--- src/hdl/pdp8_acc_pkg.sv ---
// PDP-8 accumulator unit shared definitions
// Word width, instruction codes, AXI4-Lite register map, response codes
// and the instruction word union decoded by the datapath.
package pdp8_acc_pkg;

    localparam int WORD_W      = 12;
    localparam int AXIL_ADDR_W = 5;
    localparam int EAE_STEPS   = 12;    // one iteration per bit

    // full instruction words, octal as in the handbook
    localparam logic [WORD_W-1:0] INSTR_MUL = 12'o7405;
    localparam logic [WORD_W-1:0] INSTR_DIV = 12'o7407;
    localparam logic [WORD_W-1:0] INSTR_MQL = 12'o7421;
    localparam logic [WORD_W-1:0] INSTR_MQA = 12'o7501;
    localparam logic [WORD_W-1:0] INSTR_SWP = 12'o7521;
    localparam logic [WORD_W-1:0] INSTR_CAM = 12'o7621;

    localparam logic [2:0] OPC_AND = 3'o0;
    localparam logic [2:0] OPC_TAD = 3'o1;
    localparam logic [2:0] OPC_OPR = 3'o7;

    localparam logic [AXIL_ADDR_W-1:0] ADDR_OPERAND = 5'h00;
    localparam logic [AXIL_ADDR_W-1:0] ADDR_INSTR   = 5'h04;
    localparam logic [AXIL_ADDR_W-1:0] ADDR_AC      = 5'h08;
    localparam logic [AXIL_ADDR_W-1:0] ADDR_MQ      = 5'h0C;
    localparam logic [AXIL_ADDR_W-1:0] ADDR_STATUS  = 5'h10;

    localparam int STATUS_LINK = 0;
    localparam int STATUS_BUSY = 1;

    localparam logic [1:0] RESP_OKAY   = 2'b00;
    localparam logic [1:0] RESP_SLVERR = 2'b10;

    // bit 11 here is PDP-8 bit 0
    typedef union packed {
        struct packed {
            logic [2:0] opcode;
            logic       indirect;
            logic       page;       // current page vs page zero
            logic [6:0] offset;
        } mem;
        struct packed {
            logic [2:0] opcode;
            logic       group;      // 0 selects group 1
            struct packed {
                logic cla, cll, cma, cml, rar, ral, twice, iac;
            } micro;
        } opr;
    } instr_t;

endpackage
--- src/hdl/eae_if.sv ---
// Request and result path between the datapath and the EAE
// go carries a multiply or divide request with AC, MQ and the operand;
// done returns the new AC, MQ and link for one cycle.
`timescale 1ns/1ps

interface eae_if;

    logic                             go;
    logic                             divide;   // 0 for MUL
    logic [pdp8_acc_pkg::WORD_W-1:0]  ac_in;
    logic [pdp8_acc_pkg::WORD_W-1:0]  mq_in;
    logic [pdp8_acc_pkg::WORD_W-1:0]  operand;
    logic                             done;
    logic [pdp8_acc_pkg::WORD_W-1:0]  ac_out;
    logic [pdp8_acc_pkg::WORD_W-1:0]  mq_out;
    logic                             link_out;

    modport master (output go, divide, ac_in, mq_in, operand, input done, ac_out, mq_out, link_out);
    modport eae    (input go, divide, ac_in, mq_in, operand, output done, ac_out, mq_out, link_out);

endinterface

--- src/hdl/acc_cmd_if.sv ---
// Command and result path between the register block and the datapath
// The register side issues a start pulse with instruction and operand;
// the datapath returns busy and the AC, MQ and link state.
`timescale 1ns/1ps

interface acc_cmd_if;

    logic                             start;    // one cycle per accepted instruction
    pdp8_acc_pkg::instr_t             instr;
    logic [pdp8_acc_pkg::WORD_W-1:0]  operand;
    logic                             busy;
    logic [pdp8_acc_pkg::WORD_W-1:0]  ac;
    logic [pdp8_acc_pkg::WORD_W-1:0]  mq;
    logic                             link;

    modport regs     (output start, instr, operand, input busy, ac, mq, link);
    modport datapath (input start, instr, operand, output busy, ac, mq, link);

endinterface

--- src/hdl/acc_unit.sv ---
// PDP-8 accumulator unit with mode A EAE
// Top level: AXI4-Lite register block, accumulator datapath and the
// multiply/divide unit, joined by the command and EAE interfaces.
`timescale 1ns/1ps

module acc_unit (
    input  logic                                 clk,
    input  logic                                 reset,
    input  logic [pdp8_acc_pkg::AXIL_ADDR_W-1:0] awaddr,
    input  logic                                 awvalid,
    output logic                                 awready,
    input  logic [31:0]                          wdata,
    input  logic [3:0]                           wstrb,
    input  logic                                 wvalid,
    output logic                                 wready,
    output logic [1:0]                           bresp,
    output logic                                 bvalid,
    input  logic                                 bready,
    input  logic [pdp8_acc_pkg::AXIL_ADDR_W-1:0] araddr,
    input  logic                                 arvalid,
    output logic                                 arready,
    output logic [31:0]                          rdata,
    output logic [1:0]                           rresp,
    output logic                                 rvalid,
    input  logic                                 rready
);

    acc_cmd_if u_cmd_if ();
    eae_if     u_eae_if ();

    acc_axil_regs u_regs (
        .clk     (clk),
        .reset   (reset),
        .awaddr  (awaddr),
        .awvalid (awvalid),
        .awready (awready),
        .wdata   (wdata),
        .wstrb   (wstrb),
        .wvalid  (wvalid),
        .wready  (wready),
        .bresp   (bresp),
        .bvalid  (bvalid),
        .bready  (bready),
        .araddr  (araddr),
        .arvalid (arvalid),
        .arready (arready),
        .rdata   (rdata),
        .rresp   (rresp),
        .rvalid  (rvalid),
        .rready  (rready),
        .cmd     (u_cmd_if)
    );

    acc_datapath u_datapath (
        .clk   (clk),
        .reset (reset),
        .cmd   (u_cmd_if),
        .eae   (u_eae_if)
    );

    eae_muldiv u_eae (
        .clk   (clk),
        .reset (reset),
        .eae   (u_eae_if)
    );

endmodule

--- src/hdl/eae_muldiv.sv ---
// EAE mode A multiply and divide
// Iterates over the 24-bit AC:MQ pair, one bit per step. MUL is shift
// and add, DIV is restoring; a divide with AC at or above the divisor
// sets link and ends after a single step.
`timescale 1ns/1ps

module eae_muldiv (
    input  logic clk,
    input  logic reset,
    eae_if.eae   eae
);

    logic [pdp8_acc_pkg::WORD_W-1:0] ac_r;
    logic [pdp8_acc_pkg::WORD_W-1:0] mq_r;
    logic [pdp8_acc_pkg::WORD_W-1:0] opnd;
    logic                            link_r;
    logic                            dvd;
    logic                            ovf;
    logic                            running;
    logic                            done_r;
    logic [3:0]                      step;
    logic [12:0]                     mul_sum;
    logic [12:0]                     trial;

    assign ovf     = eae.divide && (eae.ac_in >= eae.operand);
    assign mul_sum = {1'b0, ac_r} + {1'b0, opnd};
    assign trial   = {ac_r, mq_r[11]} - {1'b0, opnd};   // bit 12 set on borrow

    assign eae.done     = done_r;
    assign eae.ac_out   = ac_r;
    assign eae.mq_out   = mq_r;
    assign eae.link_out = link_r;

    always_ff @(posedge clk)
    begin
        if (reset)
        begin
            running <= 1'b0;
            done_r  <= 1'b0;
            step    <= 4'd0;
        end
        else
        begin
            done_r <= 1'b0;
            if (eae.go)
            begin
                running <= 1'b1;
                step    <= ovf ? 4'd1 : 4'(pdp8_acc_pkg::EAE_STEPS);
            end
            else if (running)
            begin
                step <= step - 4'd1;
                if (step == 4'd1)
                begin
                    running <= 1'b0;
                    done_r  <= 1'b1;
                end
            end
        end
    end

    always_ff @(posedge clk)
    begin
        if (eae.go)
        begin
            ac_r   <= eae.ac_in;
            mq_r   <= eae.mq_in;
            opnd   <= eae.operand;
            dvd    <= eae.divide;
            link_r <= ovf;          // MUL always clears link
        end
        else if (running)
        begin
            if (!dvd)
            begin
                if (mq_r[0])
                    {ac_r, mq_r} <= {mul_sum, mq_r[11:1]};
                else
                    {ac_r, mq_r} <= {1'b0, ac_r, mq_r[11:1]};
            end
            else if (link_r)
                mq_r <= {mq_r[10:0], 1'b1};     // overflow, AC kept
            else if (!trial[12])
            begin
                ac_r <= trial[11:0];
                mq_r <= {mq_r[10:0], 1'b1};
            end
            else
            begin
                ac_r <= {ac_r[10:0], mq_r[11]};   // failed trial, keep shifted value
                mq_r <= {mq_r[10:0], 1'b0};
            end
        end
    end

endmodule

--- src/hdl/acc_datapath.sv ---
// PDP-8 accumulator datapath
// Owns AC, MQ and link. Group 1 operate runs in three phases (clear and
// complement, increment, rotate); AND, TAD and the MQ transfers take one
// cycle; MUL and DIV are handed to the EAE and finish on its done pulse.
`timescale 1ns/1ps

module acc_datapath (
    input  logic        clk,
    input  logic        reset,
    acc_cmd_if.datapath cmd,
    eae_if.master       eae
);

    pdp8_acc_pkg::instr_t            ir;
    logic [pdp8_acc_pkg::WORD_W-1:0] opnd;
    logic [pdp8_acc_pkg::WORD_W-1:0] ac;
    logic [pdp8_acc_pkg::WORD_W-1:0] mq;
    logic                            link;
    logic                            busy;
    logic [1:0]                      phase;
    logic                            ir_eae;
    logic                            ir_grp1;

    assign ir_eae  = (ir == pdp8_acc_pkg::INSTR_MUL) || (ir == pdp8_acc_pkg::INSTR_DIV);
    assign ir_grp1 = (ir.opr.opcode == pdp8_acc_pkg::OPC_OPR) && !ir.opr.group;

    // EAE request leaves with the start pulse so it sees the current AC and MQ
    assign eae.go      = cmd.start && ((cmd.instr == pdp8_acc_pkg::INSTR_MUL) ||
                                       (cmd.instr == pdp8_acc_pkg::INSTR_DIV));
    assign eae.divide  = (cmd.instr == pdp8_acc_pkg::INSTR_DIV);
    assign eae.ac_in   = ac;
    assign eae.mq_in   = mq;
    assign eae.operand = cmd.operand;

    assign cmd.busy = busy;
    assign cmd.ac   = ac;
    assign cmd.mq   = mq;
    assign cmd.link = link;

    always_ff @(posedge clk)
    begin
        if (cmd.start)
        begin
            ir   <= cmd.instr;
            opnd <= cmd.operand;    // host may rewrite the operand while busy
        end
    end

    always_ff @(posedge clk)
    begin
        if (reset)
        begin
            busy  <= 1'b0;
            phase <= 2'd0;
            ac    <= '0;
            mq    <= '0;
            link  <= 1'b0;
        end
        else if (cmd.start)
        begin
            busy  <= 1'b1;
            phase <= 2'd0;
        end
        else if (busy)
        begin
            if (ir_eae)
            begin
                if (eae.done)
                begin
                    ac   <= eae.ac_out;
                    mq   <= eae.mq_out;
                    link <= eae.link_out;
                    busy <= 1'b0;
                end
            end
            else if (ir_grp1)
            begin
                phase <= phase + 2'd1;
                case (phase)
                    2'd0:   // phase A, clear before complement
                    begin
                        ac   <= (ir.opr.micro.cla ? '0 : ac) ^ {12{ir.opr.micro.cma}};
                        link <= (ir.opr.micro.cll ? 1'b0 : link) ^ ir.opr.micro.cml;
                    end
                    2'd1:   // phase B
                    begin
                        if (ir.opr.micro.iac)
                            {link, ac} <= {link, ac} + 13'd1;   // carry flips link
                    end
                    default:    // phase C
                    begin
                        case ({ir.opr.micro.rar, ir.opr.micro.ral, ir.opr.micro.twice})
                            3'b010:  {link, ac} <= {ac, link};                  // RAL
                            3'b011:  {link, ac} <= {ac[10:0], link, ac[11]};    // RTL
                            3'b100:  {link, ac} <= {ac[0], link, ac[11:1]};     // RAR
                            3'b101:  {link, ac} <= {ac[1:0], link, ac[11:2]};   // RTR
                            3'b001:  ac <= {ac[5:0], ac[11:6]};                 // BSW
                            default: ;
                        endcase
                        busy  <= 1'b0;
                        phase <= 2'd0;
                    end
                endcase
            end
            else
            begin
                busy <= 1'b0;
                case (ir.mem.opcode)
                    pdp8_acc_pkg::OPC_AND: ac <= ac & opnd;
                    pdp8_acc_pkg::OPC_TAD: {link, ac} <= {link, ac} + {1'b0, opnd};
                    pdp8_acc_pkg::OPC_OPR:
                    case (ir)
                        pdp8_acc_pkg::INSTR_MQL:
                        begin
                            mq <= ac;
                            ac <= '0;
                        end
                        pdp8_acc_pkg::INSTR_MQA: ac <= ac | mq;
                        pdp8_acc_pkg::INSTR_SWP:
                        begin
                            mq <= ac;
                            ac <= mq;
                        end
                        pdp8_acc_pkg::INSTR_CAM:
                        begin
                            mq <= '0;
                            ac <= '0;
                        end
                        default: ;  // unsupported group 2/3 codes act as NOP
                    endcase
                    default: ;
                endcase
            end
        end
    end

endmodule

--- src/hdl/acc_axil_regs.sv ---
// AXI4-Lite register block of the accumulator unit
// Holds the operand and instruction registers, pulses start for an
// accepted instruction write and returns AC, MQ and status on reads.
`timescale 1ns/1ps

module acc_axil_regs (
    input  logic                                 clk,
    input  logic                                 reset,
    input  logic [pdp8_acc_pkg::AXIL_ADDR_W-1:0] awaddr,
    input  logic                                 awvalid,
    output logic                                 awready,
    input  logic [31:0]                          wdata,
    input  logic [3:0]                           wstrb,
    input  logic                                 wvalid,
    output logic                                 wready,
    output logic [1:0]                           bresp,
    output logic                                 bvalid,
    input  logic                                 bready,
    input  logic [pdp8_acc_pkg::AXIL_ADDR_W-1:0] araddr,
    input  logic                                 arvalid,
    output logic                                 arready,
    output logic [31:0]                          rdata,
    output logic [1:0]                           rresp,
    output logic                                 rvalid,
    input  logic                                 rready,
    acc_cmd_if.regs                              cmd
);

    logic                            wr_hs;
    logic                            rd_hs;
    logic                            busy_any;
    logic                            start_q;
    logic                            instr_ok;
    logic [pdp8_acc_pkg::WORD_W-1:0] operand_q;
    pdp8_acc_pkg::instr_t            instr_q;
    logic [pdp8_acc_pkg::WORD_W-1:0] rd_word;
    logic                            rd_ok;

    assign wr_hs    = awvalid & wvalid & ~bvalid;   // address and data taken together
    assign awready  = wr_hs;
    assign wready   = wr_hs;
    assign rd_hs    = arvalid & ~rvalid;
    assign arready  = rd_hs;
    assign busy_any = cmd.busy | start_q;           // covers the cycle before busy rises
    assign instr_ok = (awaddr == pdp8_acc_pkg::ADDR_INSTR) && !busy_any;

    assign cmd.start   = start_q;
    assign cmd.instr   = instr_q;
    assign cmd.operand = operand_q;

    always_comb
    begin
        rd_word = '0;
        rd_ok   = 1'b1;
        case (araddr)
            pdp8_acc_pkg::ADDR_OPERAND: rd_word = operand_q;
            pdp8_acc_pkg::ADDR_INSTR:   rd_word = instr_q;
            pdp8_acc_pkg::ADDR_AC:      rd_word = cmd.ac;
            pdp8_acc_pkg::ADDR_MQ:      rd_word = cmd.mq;
            pdp8_acc_pkg::ADDR_STATUS:
            begin
                rd_word[pdp8_acc_pkg::STATUS_LINK] = cmd.link;
                rd_word[pdp8_acc_pkg::STATUS_BUSY] = busy_any;
            end
            default: rd_ok = 1'b0;                  // unmapped reads as zero
        endcase
    end

    always_ff @(posedge clk)
    begin
        if (reset)
        begin
            start_q <= 1'b0;
            bvalid  <= 1'b0;
            rvalid  <= 1'b0;
        end
        else
        begin
            start_q <= wr_hs && instr_ok;
            if (wr_hs)
                bvalid <= 1'b1;
            else if (bready)
                bvalid <= 1'b0;
            if (rd_hs)
                rvalid <= 1'b1;
            else if (rready)
                rvalid <= 1'b0;
        end
    end

    always_ff @(posedge clk)
    begin
        if (wr_hs)
        begin
            bresp <= pdp8_acc_pkg::RESP_SLVERR;
            if (awaddr == pdp8_acc_pkg::ADDR_OPERAND)
            begin
                if (wstrb[0])
                    operand_q[7:0] <= wdata[7:0];
                if (wstrb[1])
                    operand_q[11:8] <= wdata[11:8];
                bresp <= pdp8_acc_pkg::RESP_OKAY;
            end
            else if (instr_ok)
            begin
                instr_q <= wdata[11:0];
                bresp   <= pdp8_acc_pkg::RESP_OKAY;
            end
        end
        if (rd_hs)
        begin
            rdata <= {20'b0, rd_word};
            rresp <= rd_ok ? pdp8_acc_pkg::RESP_OKAY : pdp8_acc_pkg::RESP_SLVERR;
        end
    end

endmodule

--- config.mk ---
export PLATFORM = sky130hd
export DESIGN_NAME = acc_unit
export DESIGN_NICKNAME = d
export VERILOG_FILES = /design/src/hdl/pdp8_acc_pkg.sv /design/src/hdl/eae_if.sv /design/src/hdl/acc_cmd_if.sv /design/src/hdl/acc_unit.sv /design/src/hdl/eae_muldiv.sv /design/src/hdl/acc_datapath.sv /design/src/hdl/acc_axil_regs.sv
export SDC_FILE = /design/constraint.sdc
export NUM_CORES = 1
export LEC_CHECK = 0
export BUFFER_PORTS_ARGS = -buffer_cell sky130_fd_sc_hd__buf_2
export CAP_MARGIN = 10
export CORE_MARGIN = 3
export CORE_UTILIZATION = 28
export CTS_CLUSTER_DIAMETER = 200
export DETAILED_ROUTE_END_ITERATION = 8
export PLACE_DENSITY_LB_ADDON = 0.2
export SYNTH_ARGS = -nofsm -noshare
export SYNTH_HDL_FRONTEND = slang
export SYNTH_SLANG_ARGS = --single-unit
--- constraint.sdc ---
create_clock -name clk -period 4.3 [get_ports clk]
set_clock_uncertainty 0.05 [all_clocks]
set_input_delay 0.86 -clock clk [delete_from_list [all_inputs] [get_ports clk]]
set_output_delay 0.86 -clock clk [all_outputs]
set_load 0.01 [all_outputs]
==> flow_summary.toml, run 1 <==
[clock_tree]
postCtsSetupBuffers = 0
cts_repair_resize_count = 0
cts_root_buf = "clkbuf_16"
hold_buffers = 0
htree_levels = 4
clock_sinks = 137
insertion_delay_ns = 0.42
clkTransAtPathRegs_ns = 0.07
cts_tree = "yes"
clockBufferDepth = 2
numCtsBuffers = 17

[critical_path]
cp.required_ns = 4.58
critPathSlowestCell = "a311oi_4"
cp.buffers_inverters = 1
critPathCaptureType = "register"
reg2reg_depth = 9
path_class = "reg2reg"
worstSetupPathDepth = 9
crit_family = "compound AO/OA/AOI/OAI gates"
path_max_fanout = 24
start_kind = "register"
cp_common_cell = "nor2_1"
timing.critical_path.cells = "and4bb_2 > nand4_2 > buf_4 > nor2_1 > nor2_2 > o311ai_1 > a311oi_4 > nor2_1 > a311oi_2"
cp_slowest_stage_delay_ns = 1.00
cp.arrival_ns = 3.59

[power]
power_uw = 2960
p_leak_uw = 0.00382
vdd_ir_drop_max_v = 0.000213
power.density_nw_per_um2 = 276

[yosys]
synth_top_area_cell = "edfxtp_1"
synth-seq-cells = 137
synth_area_per_cell_um2 = 9.31
synthFlopType = "edfxtp_1"
synth_area_um2 = 9530
yosysWarningCount = 0
synth_cell_types = 92
netlist_top_cells_area = "edfxtp_1, dfxtp_1, ha_1"
yosysSeqAreaShare = 0.393
synthDominantCellAreaShare = 0.315
postSynthCellCount = 1023
async_reset_ff_frac = 0
synth-edff-count = 100

[die]
die_x_um = 190
fp.dieArea_um2 = 36300
rows = 66
io_pins = 94
die_h_um = 190
core_um2 = 33000
initial_core_util = 0.288

[placement]
gp_congestion = 0.851
place_worst_setup_slack_ns = 1.10
dp_hpwl_um = 22900
portBuffers = 49

[timing]
rsz0062_at_grt = "false"
slew_headroom = 0.251
max_freq_mhz = 302
setup_ws_ns = 0.993
setup_violations = 0
hold_violations = 0
max_slew.worst_pin.slew_ns = 1.12
fin_tns_setup_ns = 0
period_share = 0.769
finalCriticalPeriod_ns = 3.31
drv_slew = 0

[finish]
layout_common_cells = "edfxtp_1, nand2_1, nor2_1"
drive_above_1_share = 0.124
antenna_cells = 0
final_common_cell = "edfxtp_1"
area_delta_synth_final_pct = 12.3
finalNetCount = 1153

[grt]
grt_pass1_wl_um = 48500
grt_pass1_vias = 7632
grt_max_degree = 49
grt_usage = 0.175
antenna_found_initial = 0
overflow = 0

[routing]
via_count = 8225
first_iter_violations = 861
ant_nets = 0
drt-total-wl_um = 31800
dr.pass1.iters = 8
post_drt_wl_per_cell_um = 21.2
routed_via_density = 5.48
post-route-drc-count = 0

[outcome]
status = "finished clean"

[min_path]
worst_hold_path_type = "reg2reg"
holdPathStages = 0

[run]
drv_cap = 0
==> cells by family (layout without fill, tap and decap cells) <==
family	after synthesis	after routing	share of synthesized area
AND/OR/NAND/NOR	304	304	0.159
flip-flops	137	137	0.393
XOR/XNOR	33	33	0.0303
AO/OA/AOI/OAI	334	334	0.249
adder cells (fa/ha/maj)	54	54	0.0733
buffers and inverters	131	146	0.0649
multiplexers	29	29	0.0309
other	1	22	0.000394
==> synth_stat cells (all sizes together) (13+ instances only) <==
master and instances:
edfxtp 100, nand2 96, nor2 74, a21oi 71, o21ai 67, ha 51
buf 48, clkbuf 42, inv 39, dfxtp 37, a211oi 32, mux2i 26
nor3 23, nand3 22, a22oi 20, xnor2 19, nor2b 18, a222oi 16
nand2b 15, xor2 14, o211ai 13
==> path summary, 6_finish.rpt <==
kind	endpoint	slack (ns)	from
setup / recovery	u_datapath.cmd.ac[4]	0.99	u_datapath.ir[5]
hold / removal	u_datapath.ir[7]	0.44	u_regs.cmd.instr[7]
setup reg to reg	u_datapath.cmd.ac[4]	0.99	u_datapath.ir[5]
hold reg to reg	u_datapath.ir[7]	0.44	u_regs.cmd.instr[7]
==> layer usage <==
metal  GRT usage  vias to the layer above  wire [um]
met5           0                        -          0
met4      0.0500                        0        588
met3      0.0243                       36       1800
met2       0.270                      308      14600
met1       0.255                     3985      14700
li1            -                     3896          -
==> stage by stage <==
stage | utilization | hold slack (ns) | instances | area (um2)
2_1_floorplan | - | 0.390 | 1044 | 9610
3_3_place_gp | 0.306 | 0.404 | 1469 | 10100
3_5_place_dp | 0.306 | 0.421 | 1469 | 10100
4_1_cts | 0.324 | 0.442 | 1501 | 10700
5_1_grt | 0.324 | 0.465 | 1501 | 10700
6_report | 0.324 | 0.440 | 1501 | 10700
==> registers in the layout (all words and copies together) (netlist names), 2 cells and up <==
register            cells
u_datapath.opnd        12
u_datapath.cmd.mq      12
u_datapath.phase        2
u_regs.cmd.operand     12
u_datapath.cmd.ac      12
u_eae.eae.ac_out       12
u_eae.eae.mq_out       12
u_datapath.ir          12
u_eae.step              4
u_regs.rdata           12
u_regs.cmd.instr       12
u_eae.opnd             12
==> where the power goes <==
part / leakage, uW / switching, uW / internal, uW / total (uW)
sequential: 0.00121 / 4.39 / 1410 / 1420
combinational: 0.00233 / 44.8 / 22.8 / 67.6
clock: 0.000283 / 649 / 822 / 1470
==> cell type report <==
type                            instances  area, um2
Clock buffer                           17        425
Clock inverter                         15        156
Fill cell                            3419      22300
Inverter                               41        154
Multi-Input combinational cell        776       5240
Sequential cell                       137       3740
Tap cell                              442        553
Timing Repair Buffer                   73        425
No activity file was read; power rests on OpenSTA's default activity.
==> run 2, diff against run 1 <==
clock period = 3.1 ns   (was 4.3 ns; I/O delays follow)
==> flow_summary.toml, run 2 (synthesized netlist as in run 1, its figures left out) <==
[outcome]
status = "finished clean"

[timing]
drv_slew = 0
period_share = 0.947
max_slew.worst_pin.slew_ns = 1.15
rsz0062_at_grt = "false"
max_freq_mhz = 341
hold_violations = 0
slew_headroom = 0.235
setup_violations = 0
setup_ws_ns = 0.166
holdWs_ns = 0.324
fin_tns_setup_ns = 0
finalCriticalPeriod_ns = 2.93

[min_path]
holdPathStages = 1
min_from = "wdata[6]"
whs_endpoint = "u_regs.cmd.operand[6]"
worst_hold_path_type = "in2reg"

[power]
vdd_ir_drop_max_v = 0.000322
power.density_nw_per_um2 = 369
power.share.switching = 0.244
p_switching_uw = 987
p_clk_frac = 0.490
seqPwrFrac = 0.487
comb_power_share = 0.024
internal_power_uw = 3060
p_leak_uw = 0.00399

[finish]
final_common_cell = "edfxtp_1"
finalNonFillerCells = 1536
finalNetCount = 1188
area_delta_synth_final_pct = 15.0
layout_common_cells = "edfxtp_1, nand2_1, nor2_1"
antenna_cells = 0
drive_above_1_share = 0.152

[grt]
antenna_found_initial = 1
use_met2 = 0.279
overflow = 0
grt_usage = 0.180
busiest_layer = "met2"
grt_pass1_wl_um = 49600
grt_pass1_vias = 7863
grt_use_met1 = 0.255
grt_max_degree = 59
grt_util_met3 = 0.0298

[clock_tree]
postCtsSetupBuffers = 0
numCtsBuffers = 17
cts_tree = "yes"
htree_levels = 4
clkTransAtPathRegs_ns = 0.07
cts_repair_resize_count = 0
hold_buffers = 0
clockBufferDepth = 2
cts_root_buf = "clkbuf_16"
insertion_delay_ns = 0.43
clock_sinks = 137

[die]
io_pins = 94
core_um2 = 33000
die_h_um = 190
rows = 66
initial_core_util = 0.288
die_x_um = 190
fp.dieArea_um2 = 36300

[routing]
drt-total-wl_um = 32600
post_drt_wl_per_cell_um = 21.2
via_count = 8304
dr.pass1.iters = 8
post-route-drc-count = 0
first_iter_violations = 909
ant_nets = 0
routed_via_density = 5.41

[critical_path]
reg2reg_depth = 10
cp.arrival_ns = 3.06
r2r-end = "u_eae.eae.ac_out[8]"
reg2reg_slack_ns = 0.17
path_max_fanout = 11
cp.required_ns = 3.23
r2r-start = "u_eae.opnd[0]"
start_kind = "register"
path_class = "reg2reg"
critPathCaptureType = "register"

[placement]
dp_hpwl_um = 24100
dpl.cell_count = 1504
portBuffers = 49
gp_congestion = 0.873
place_worst_setup_slack_ns = 0.0645

[run]
drv_cap = 0
## run 2: metal layers
layer / part of all wire / up-vias
met4: 0.024 / 2
met3: 0.063 / 43
met2: 0.45 / 327
met5: 0.00040 / -
met1: 0.46 / 3966
li1: - / 3966
## run 2: metrics by stage
step                      utilization  cell area [um2]  total power, uW
final                           0.332            11000             4040
after global routing            0.332            11000             4170
after CTS                       0.332            11000             4070
after detailed placement        0.315            10400             2100
after global placement          0.315            10400             2100
after floorplan                     -             9610             2080
## run 2: area by class of cell
type | instances | area [um2]
Fill cell | 3419 | 22100
Multi-Input combinational cell | 776 | 5250
Sequential cell | 137 | 3740
Timing Repair Buffer | 108 | 701
Tap cell | 442 | 553
Clock buffer | 18 | 429
Inverter | 41 | 154
Clock inverter | 14 | 129
## run 2: worst max path at each step
stage,startpoint,end,slack (ns)
final,u_eae.opnd[0],u_eae.eae.ac_out[8],0.17
after floorplan,u_eae.eae.mq_out[11],u_eae.eae.ac_out[8],0.27
after detailed placement,u_eae.opnd[0],u_eae.eae.ac_out[8],0.06
after global placement,u_eae.eae.mq_out[11],u_eae.eae.ac_out[8],0.09
after CTS,u_eae.opnd[0],u_eae.eae.ac_out[8],0.05
after global routing,u_eae.opnd[1],u_eae.eae.ac_out[11],0.02
## run 2: worst max-delay path, cell delays in order (launching register included)
cell,delay [ns]
edfxtp_1,0.40
ha_1,0.24
fa_2,0.43
nor2b_4,0.14
o31a_4,0.16
o211ai_4,0.10
o211ai_4,0.26
and3_4,0.27
nor2_4,0.09
or3_1,0.32
a32o_1,0.22
## run 2: power groups by stage
stage | Clock, uW | Combinational (uW) | Sequential [uW]
final | 1980 | 95.9 | 1970
after global routing | 2100 | 106 | 1970
after CTS | 2010 | 96.5 | 1970
after detailed placement | 0 | 96.2 | 2010
after global placement | 0 | 95.9 | 2010
after floorplan | 0 | 61.4 | 2010
